## config.mk

```make
export PLATFORM = sky130hd
export DESIGN_NAME = axis_iq_power
export DESIGN_NICKNAME = d
export VERILOG_FILES = /design/src/hdl/iq_power_pkg.sv /design/src/hdl/axis_iq_power.sv /design/src/hdl/axis_iq_split.sv /design/src/hdl/axis_iq_sum.sv /design/src/hdl/axis_x2.sv
export VERILOG_INCLUDE_DIRS = /design/src /design/src/hdl
export SDC_FILE = /design/constraint.sdc
export NUM_CORES = 2
export LEC_CHECK = 0
export ABC_AREA = 1
export BUFFER_PORTS_ARGS = -buffer_cell sky130_fd_sc_hd__buf_2
export CORE_AREA = 2 2 370 372
export CTS_CLUSTER_SIZE = 30
export DETAILED_ROUTE_END_ITERATION = 8
export DIE_AREA = 0 0 372 374
export GPL_TIMING_DRIVEN = 0
export PLACE_DENSITY_LB_ADDON = 0.08
export SYNTH_ARGS = -nofsm -noshare
export SYNTH_HDL_FRONTEND = slang
export SYNTH_SLANG_ARGS = --single-unit
```

## constraint.sdc

```tcl
create_clock -name clk -period 8.5 [get_ports clk]
set_clock_uncertainty 0.05 [all_clocks]
set_input_delay 1.7 -clock clk [delete_from_list [all_inputs] [get_ports clk]]
set_output_delay 1.7 -clock clk [all_outputs]
set_load 0.03 [all_outputs]
```

## src/hdl/iq_power_params.svh

```systemverilog
/*
 * I/Q power detector widths
 * sample format, fraction bits and lane count shared by every block
 */

`ifndef IQ_POWER_PARAMS_SVH
`define IQ_POWER_PARAMS_SVH

// signed fixed point samples, Q2.14
`define IQ_SAMPLE_WIDTH 16
`define IQ_FRAC_BITS 14

// lanes carried per beat
`define IQ_PARALLEL 2

// squares and power keep twice the integer bits, Q4.12
`define IQ_OUT_FRAC_BITS (`IQ_SAMPLE_WIDTH - 2 * (`IQ_SAMPLE_WIDTH - `IQ_FRAC_BITS))

`endif

```

## src/hdl/iq_power_pkg.sv

```systemverilog
/*
 * I/Q power detector types
 * samples, lane vectors and the stream beats used between blocks
 */

`default_nettype none

`include "iq_power_params.svh"

package iq_power_pkg;

  // one signed fixed point sample
  typedef logic signed [`IQ_SAMPLE_WIDTH-1:0] sample_t;

  // all lanes of one beat, lane 0 in the low bits
  typedef sample_t [`IQ_PARALLEL-1:0] lanes_t;

  // input beat, in-phase and quadrature lanes side by side
  typedef struct packed {
    lanes_t i;
    lanes_t q;
    logic   last;
  } iq_beat_t;

  // single stream beat for the I, Q, squared and power streams
  typedef struct packed {
    lanes_t data;
    logic   last;
  } lane_beat_t;

endpackage

`default_nettype wire

```

## src/hdl/axis_iq_power.sv

```systemverilog
/*
 * Streaming I/Q power detector
 * computes I²+Q² per lane for every input beat, three cycles latency
 * without back-pressure
 */

`default_nettype none

`include "iq_power_params.svh"

module axis_iq_power (
  input  wire logic                       clk,
  input  wire logic                       reset,
  input  wire iq_power_pkg::iq_beat_t     in_beat,
  input  wire logic                       in_valid,
  output logic                            in_ready,
  output iq_power_pkg::lane_beat_t        out_beat,
  output logic                            out_valid,
  input  wire logic                       out_ready
);

  import iq_power_pkg::*;

  // splitter to squarers
  lane_beat_t i_beat;
  logic       i_valid;
  logic       i_ready;
  lane_beat_t q_beat;
  logic       q_valid;
  logic       q_ready;

  // squarers to adder
  lane_beat_t i2_beat;
  logic       i2_valid;
  logic       i2_ready;
  lane_beat_t q2_beat;
  logic       q2_valid;
  logic       q2_ready;

  axis_iq_split i_split (
    .clk, .reset,
    .in_beat, .in_valid, .in_ready,
    .i_beat, .i_valid, .i_ready,
    .q_beat, .q_valid, .q_ready
  );

  axis_x2 i_x2 (
    .clk, .reset,
    .data_in(i_beat), .data_in_valid(i_valid), .data_in_ready(i_ready),
    .data_out(i2_beat), .data_out_valid(i2_valid), .data_out_ready(i2_ready)
  );

  axis_x2 q_x2 (
    .clk, .reset,
    .data_in(q_beat), .data_in_valid(q_valid), .data_in_ready(q_ready),
    .data_out(q2_beat), .data_out_valid(q2_valid), .data_out_ready(q2_ready)
  );

  axis_iq_sum i_sum (
    .clk, .reset,
    .i2_beat, .i2_valid, .i2_ready,
    .q2_beat, .q2_valid, .q2_ready,
    .out_beat, .out_valid, .out_ready
  );

endmodule

`default_nettype wire

```

## src/hdl/axis_iq_split.sv

```systemverilog
/*
 * I/Q stream splitter
 * forks one I/Q stream into an I stream and a Q stream, each branch
 * accepting at its own pace
 */

`default_nettype none

`include "iq_power_params.svh"

module axis_iq_split (
  input  wire logic                     clk,
  input  wire logic                     reset,
  input  wire iq_power_pkg::iq_beat_t   in_beat,
  input  wire logic                     in_valid,
  output logic                          in_ready,
  output iq_power_pkg::lane_beat_t      i_beat,
  output logic                          i_valid,
  input  wire logic                     i_ready,
  output iq_power_pkg::lane_beat_t      q_beat,
  output logic                          q_valid,
  input  wire logic                     q_ready
);

  import iq_power_pkg::*;

  // set once a branch has taken the current input beat
  logic i_taken;
  logic q_taken;

  // both branches see the same input beat, no latency
  assign i_beat = lane_beat_t'{data: in_beat.i, last: in_beat.last};
  assign q_beat = lane_beat_t'{data: in_beat.q, last: in_beat.last};

  assign i_valid = in_valid && !i_taken;
  assign q_valid = in_valid && !q_taken;

  // input moves on once every branch has its copy
  assign in_ready = (i_taken || i_ready) && (q_taken || q_ready);

  always_ff @(posedge clk) begin
    if (reset) begin
      i_taken <= 1'b0;
      q_taken <= 1'b0;
    end else if (in_valid && in_ready) begin
      i_taken <= 1'b0;
      q_taken <= 1'b0;
    end else begin
      // remember a branch that went ahead while the other stalls
      if (i_valid && i_ready) begin
        i_taken <= 1'b1;
      end
      if (q_valid && q_ready) begin
        q_taken <= 1'b1;
      end
    end
  end

endmodule

`default_nettype wire

```

## src/hdl/axis_iq_sum.sv

```systemverilog
/*
 * I²+Q² adder
 * joins the squared I and Q streams and adds them lane by lane,
 * saturating at the largest positive sample
 */

`default_nettype none

`include "iq_power_params.svh"

module axis_iq_sum (
  input  wire logic                       clk,
  input  wire logic                       reset,
  input  wire iq_power_pkg::lane_beat_t   i2_beat,
  input  wire logic                       i2_valid,
  output logic                            i2_ready,
  input  wire iq_power_pkg::lane_beat_t   q2_beat,
  input  wire logic                       q2_valid,
  output logic                            q2_ready,
  output iq_power_pkg::lane_beat_t        out_beat,
  output logic                            out_valid,
  input  wire logic                       out_ready
);

  import iq_power_pkg::*;

  localparam int SAMPLE_MAX = 2 ** (`IQ_SAMPLE_WIDTH - 1) - 1;

  logic   reg_free;
  logic   take;
  lanes_t sum_data;

  // output register can load when empty or being read
  assign reg_free = !out_valid || out_ready;

  // join, both inputs are taken together or not at all
  assign take     = i2_valid && q2_valid && reg_free;
  assign i2_ready = take;
  assign q2_ready = take;

  always_comb begin
    logic signed [`IQ_SAMPLE_WIDTH:0] wide;
    for (int k = 0; k < `IQ_PARALLEL; k++) begin
      // one extra bit so the sum of two 4.0 squares can't wrap
      wide = $signed(i2_beat.data[k]) + $signed(q2_beat.data[k]);
      if (wide > SAMPLE_MAX) begin
        sum_data[k] = sample_t'(SAMPLE_MAX);
      end else begin
        sum_data[k] = wide[`IQ_SAMPLE_WIDTH-1:0];
      end
    end
  end

  always_ff @(posedge clk) begin
    if (reset) begin
      out_valid <= 1'b0;
    end else if (reg_free) begin
      out_valid <= i2_valid && q2_valid;
    end
  end

  // both streams carry the same last, take it from I²
  always_ff @(posedge clk) begin
    if (take) begin
      out_beat.data <= sum_data;
      out_beat.last <= i2_beat.last;
    end
  end

endmodule

`default_nettype wire

```

## src/hdl/axis_x2.sv

```systemverilog
/*
 * Streaming squarer
 * squares every lane in a two-stage pipeline and rounds the product
 * to the output format, carrying last alongside the data
 */

`default_nettype none

`include "iq_power_params.svh"

module axis_x2 (
  input  wire logic                       clk,
  input  wire logic                       reset,
  input  wire iq_power_pkg::lane_beat_t   data_in,
  input  wire logic                       data_in_valid,
  output logic                            data_in_ready,
  output iq_power_pkg::lane_beat_t        data_out,
  output logic                            data_out_valid,
  input  wire logic                       data_out_ready
);

  import iq_power_pkg::*;

  // low product bits dropped by the rounding
  localparam int DROP_BITS = 2 * `IQ_FRAC_BITS - `IQ_OUT_FRAC_BITS;
  localparam int PROD_WIDTH = 2 * `IQ_SAMPLE_WIDTH;

  // stage 1, full precision products
  logic                          s1_valid;
  logic                          s1_last;
  logic signed [PROD_WIDTH-1:0]  s1_prod [`IQ_PARALLEL];

  // stage 2, rounded squares
  logic   s2_valid;
  logic   s2_last;
  lanes_t s2_data;

  logic   s1_load;
  logic   s2_load;
  lanes_t rounded;

  // a stage loads when empty or when its content moves on this cycle
  assign s2_load = !s2_valid || data_out_ready;
  assign s1_load = !s1_valid || s2_load;

  assign data_in_ready = s1_load;

  always_ff @(posedge clk) begin
    if (reset) begin
      s1_valid <= 1'b0;
    end else if (s1_load) begin
      s1_valid <= data_in_valid;
    end
  end

  always_ff @(posedge clk) begin
    if (s1_load && data_in_valid) begin
      for (int k = 0; k < `IQ_PARALLEL; k++) begin
        s1_prod[k] <= $signed(data_in.data[k]) * $signed(data_in.data[k]);
      end
      s1_last <= data_in.last;
    end
  end

  // round half up: keep the upper bits, add the highest dropped bit
  always_comb begin
    for (int k = 0; k < `IQ_PARALLEL; k++) begin
      rounded[k] = s1_prod[k][DROP_BITS +: `IQ_SAMPLE_WIDTH]
                   + {{(`IQ_SAMPLE_WIDTH-1){1'b0}}, s1_prod[k][DROP_BITS-1]};
    end
  end

  always_ff @(posedge clk) begin
    if (reset) begin
      s2_valid <= 1'b0;
    end else if (s2_load) begin
      s2_valid <= s1_valid;
    end
  end

  always_ff @(posedge clk) begin
    if (s2_load && s1_valid) begin
      s2_data <= rounded;
      s2_last <= s1_last;
    end
  end

  assign data_out_valid = s2_valid;
  assign data_out.data  = s2_data;
  assign data_out.last  = s2_last;

endmodule

`default_nettype wire

```

==> summary.txt <==
Worst setup path
  • Critical path buffers and inverters: 6
  • Crit path DAT: 8010 ps
  • R2r startpoint: q_x2.data_out[17]
  • Setup crit end: i_x2.s1_prod[0][59]
  • CP top delay family: adder cells
  • Cells on worst reg2reg path: 13
  • Worst-path cell chain: clkbuf_1 > clkbuf_1 > nand2_1 > fa_1 > inv_1 > fa_1 > fa_1 > fa_1 > fa_1 > inv_1 > fa_1 > inv_1 > ha_1 > nand2_1 > nor2_1 > inv_1 > nor2_1 > and3_1 > nand2_1 > nand3_1 > nand2_1
  • Critical Path RT: 8690 ps
  • Critical Path Slowest Stage Cell: fa_1
  • Slowest stage delay, CP: 750 ps
  • Setup CP Type: in -> reg
  • Critical path launch point: in_beat[54]
  • Flop2flop setup slack: 5940 ps
  • Crit path depth: 21
  • RR Endpoint: i_sum.out_beat[27]
  • Crit-path most repeated cell: fa_1
  • Setup crit end kind: flop
  • Crit-path max FO: 10
  • Startpoint types: primary input

Synth
  • Post-synthesis cell count: 5802
  • Post-synthesis sequential area ratio: 0.110
  • Synth cell types: 45
  • Combinational family with the most area after synthesis: adder cells
  • Multiplexer area fraction after synthesis: 0
  • YS warnings: 0
  • Synth Area in XOR/XNOR: 0.0260
  • Synthesized area: 0.0469 sq mm
  • Post-Synth Adder-Cell Area: 0.504
  • Synthesized flop and latch total: 174
  • Syn_nets: 7201
  • Simple-Gate Fraction of Synth Area: 0.167
  • Syn_area_per_cell: 8.08 sq um
  • Synth Area in Compound Gates: 0.0357
  • Synth area leader: fa_1
  • Largest cells by area after synthesis: fa_1 (40%), inv_1 (15%), nand2_1 (11%)
  • Top cell type's share of synthesized area: 0.399

Routing
  • Vias per std cell: 4.50
  • Drt first pass iters: 7
  • DRC: 0
  • Remaining antenna violation count: 0
  • DRT iter0 DRCs: 1732
  • DRT Wirelength: 119 mm
  • Via count: 34600
  • DR WL/cell: 15.4 microns

Finish
  • P&R area growth vs syn: 7.09%
  • Layout cells sized above 1: 0.0294
  • Layout fillers: 14300
  • Most common cell after layout, fill and taps aside: inv_1
  • Area of the multi-input gates: 0.0344 sq mm
  • Most frequent cells in the layout: inv_1 (1811), nand2_1 (1341), fa_1 (934), ha_1 (396), nor2_1 (257)
  • FF+latch area: 0.00515 sq mm
  • Nets@finish: 7304

Floorplan
  • Initial core utilization: 0.347
  • Floorplan row count: 135
  • Core footprint: 0.135 sq mm
  • Die Y: 374 microns
  • I/O pin count: 104
  • DIE AREA: 0.139 sq mm
  • Horiz. Die Dim: 372 microns

Timing
  • Final hold viol count: 0
  • Worst relative slew slack: 0.461
  • Slew Viols, Final: 0
  • Actual slew at the worst max-slew pin: 809 ps
  • Sum Neg Setup Slack: 0 ps
  • Setup-failing EPs final: 0
  • Fmax: 128 MHz
  • Period utilization: 0.920
  • Unrepaired setup endpoints after global routing: false
  • Fin crit period: 7820 ps

Place
  • Gpl congestion: 0.854
  • Post-DP HPWL: 106 mm
  • IO buf count: 73

Clock network
  • Htree depth: 4
  • Max Root-Sink Buffers: 3
  • TritonCTS Buffers: 25
  • Clk Latency, worst-skew pair: 490 ps
  • CTS root buf: clkbuf_16
  • Clk sink count: 174
  • Reg clk slew, reported paths: 60 ps
  • Post CTS Setup Buffer Count: 0
  • CTS resizes: 0
  • CTS tree: built
  • CTS Hold Buffers Added: 0

Global route
  • First-pass GRT wire length: 194 mm
  • GRT Util Overall: 0.178
  • Largest net degree at the start of global routing: 37
  • Initial antenna violation count: 2
  • Vias in the first global route: 37000
  • Grt ovf: 0

Run
  • Maximum capacitance violations: 0

Worst hold path
  • HP Class: reg -> reg

Status
  • Status: finished, final reports clean
[kinds of logic (layout without fill, tap and decap cells)]
family          after synthesis  count (layout)
xor+xnor                    139             139
fa+ha+maj                  1330            1330
flops                       174             174
buf+inv                    1950            2058
compound gates              292             292
simple gates               1917            1917
other cells                   0               1
[cell usage after synthesis, drive strengths merged]
master	number
a21boi	3
a21o	9
a21oi	155
a31o	8
and2	5
and3	8
buf	11
clkbuf	120
clkinv	2
dfxtp	7
edfxtp	167
fa	934
ha	396
inv	1817
nand2	1363
nand3	163
nand3b	14
nand4	44
nor2	261
nor3	42
nor3b	3
nor4	4
o21a	4
o21ai	58
o21bai	54
o22ai	1
or2	10
xnor2	42
xor2	97
[stage by stage]
step	instances	setup slack (ps)	hold slack, ps	util	area, sq um
6_report	7692	679	391	0.372	50200
5_1_grt	7691	364	405	0.372	50200
4_1_cts	7691	713	389	0.372	50200
3_5_place_dp	7659	199	375	0.367	49600
3_3_place_gp	7656	208	395	0.367	49500
2_1_floorplan	5802	1470	350	-	46900
[worst min path at each step]
stage,to,from,cells past startpoint
floorplan,i_sum.out_beat[0],i_x2.s2_last,0
global placement,i_x2.s2_last,i_x2.s1_last,0
detailed placement,i_x2.s2_last,i_x2.s1_last,0
CTS,i_x2.s2_last,i_x2.s1_last,0
global route,i_x2.s2_last,i_x2.s1_last,0
finish,i_x2.s2_last,i_x2.s1_last,0
[metal layers]
| metal | part of all wire | vias up | wire length, microns | track usage |
|---|---|---|---|---|
| li1 | - | 17000 | - | - |
| met1 | 0.47 | 17100 | 55400 | 0.249 |
| met2 | 0.49 | 499 | 58100 | 0.306 |
| met3 | 0.033 | 68 | 3890 | 0.0161 |
| met4 | 0.011 | 0 | 1280 | 0.0205 |
| met5 | 0 | - | 0 | 0 |
[final cells by class]
| type | instances | share of cell area |
|---|---|---|
| diodes | 1 | 0.0000498 |
| clock buffers | 28 | 0.0127 |
| inverters | 1819 | 0.136 |
| flip-flops and latches | 174 | 0.103 |
| well taps | 1781 | 0.0444 |
| multi-input cells | 3678 | 0.685 |
| repair buffers | 76 | 0.00847 |
| clock inverters | 4 | 0.000299 |
| plain buffers | 131 | 0.0104 |
[sequential cells by signal, summed over array words and instances (netlist names)]
name	flops
i_x2.s1_prod	34
q_x2.s1_prod	34
i_sum.out_beat	33
i_x2.data_out	32
q_x2.data_out	32
i_split.i_taken	1
i_split.q_taken	1
i_sum.out_valid	1
i_x2.data_out_valid	1
i_x2.s1_last	1
i_x2.s1_valid	1
i_x2.s2_last	1
q_x2.data_out_valid	1
q_x2.s1_valid	1
Power is left out: the tool's default activity adds up to more than one toggle a clock period on the data nets, which glitch-free logic cannot reach.
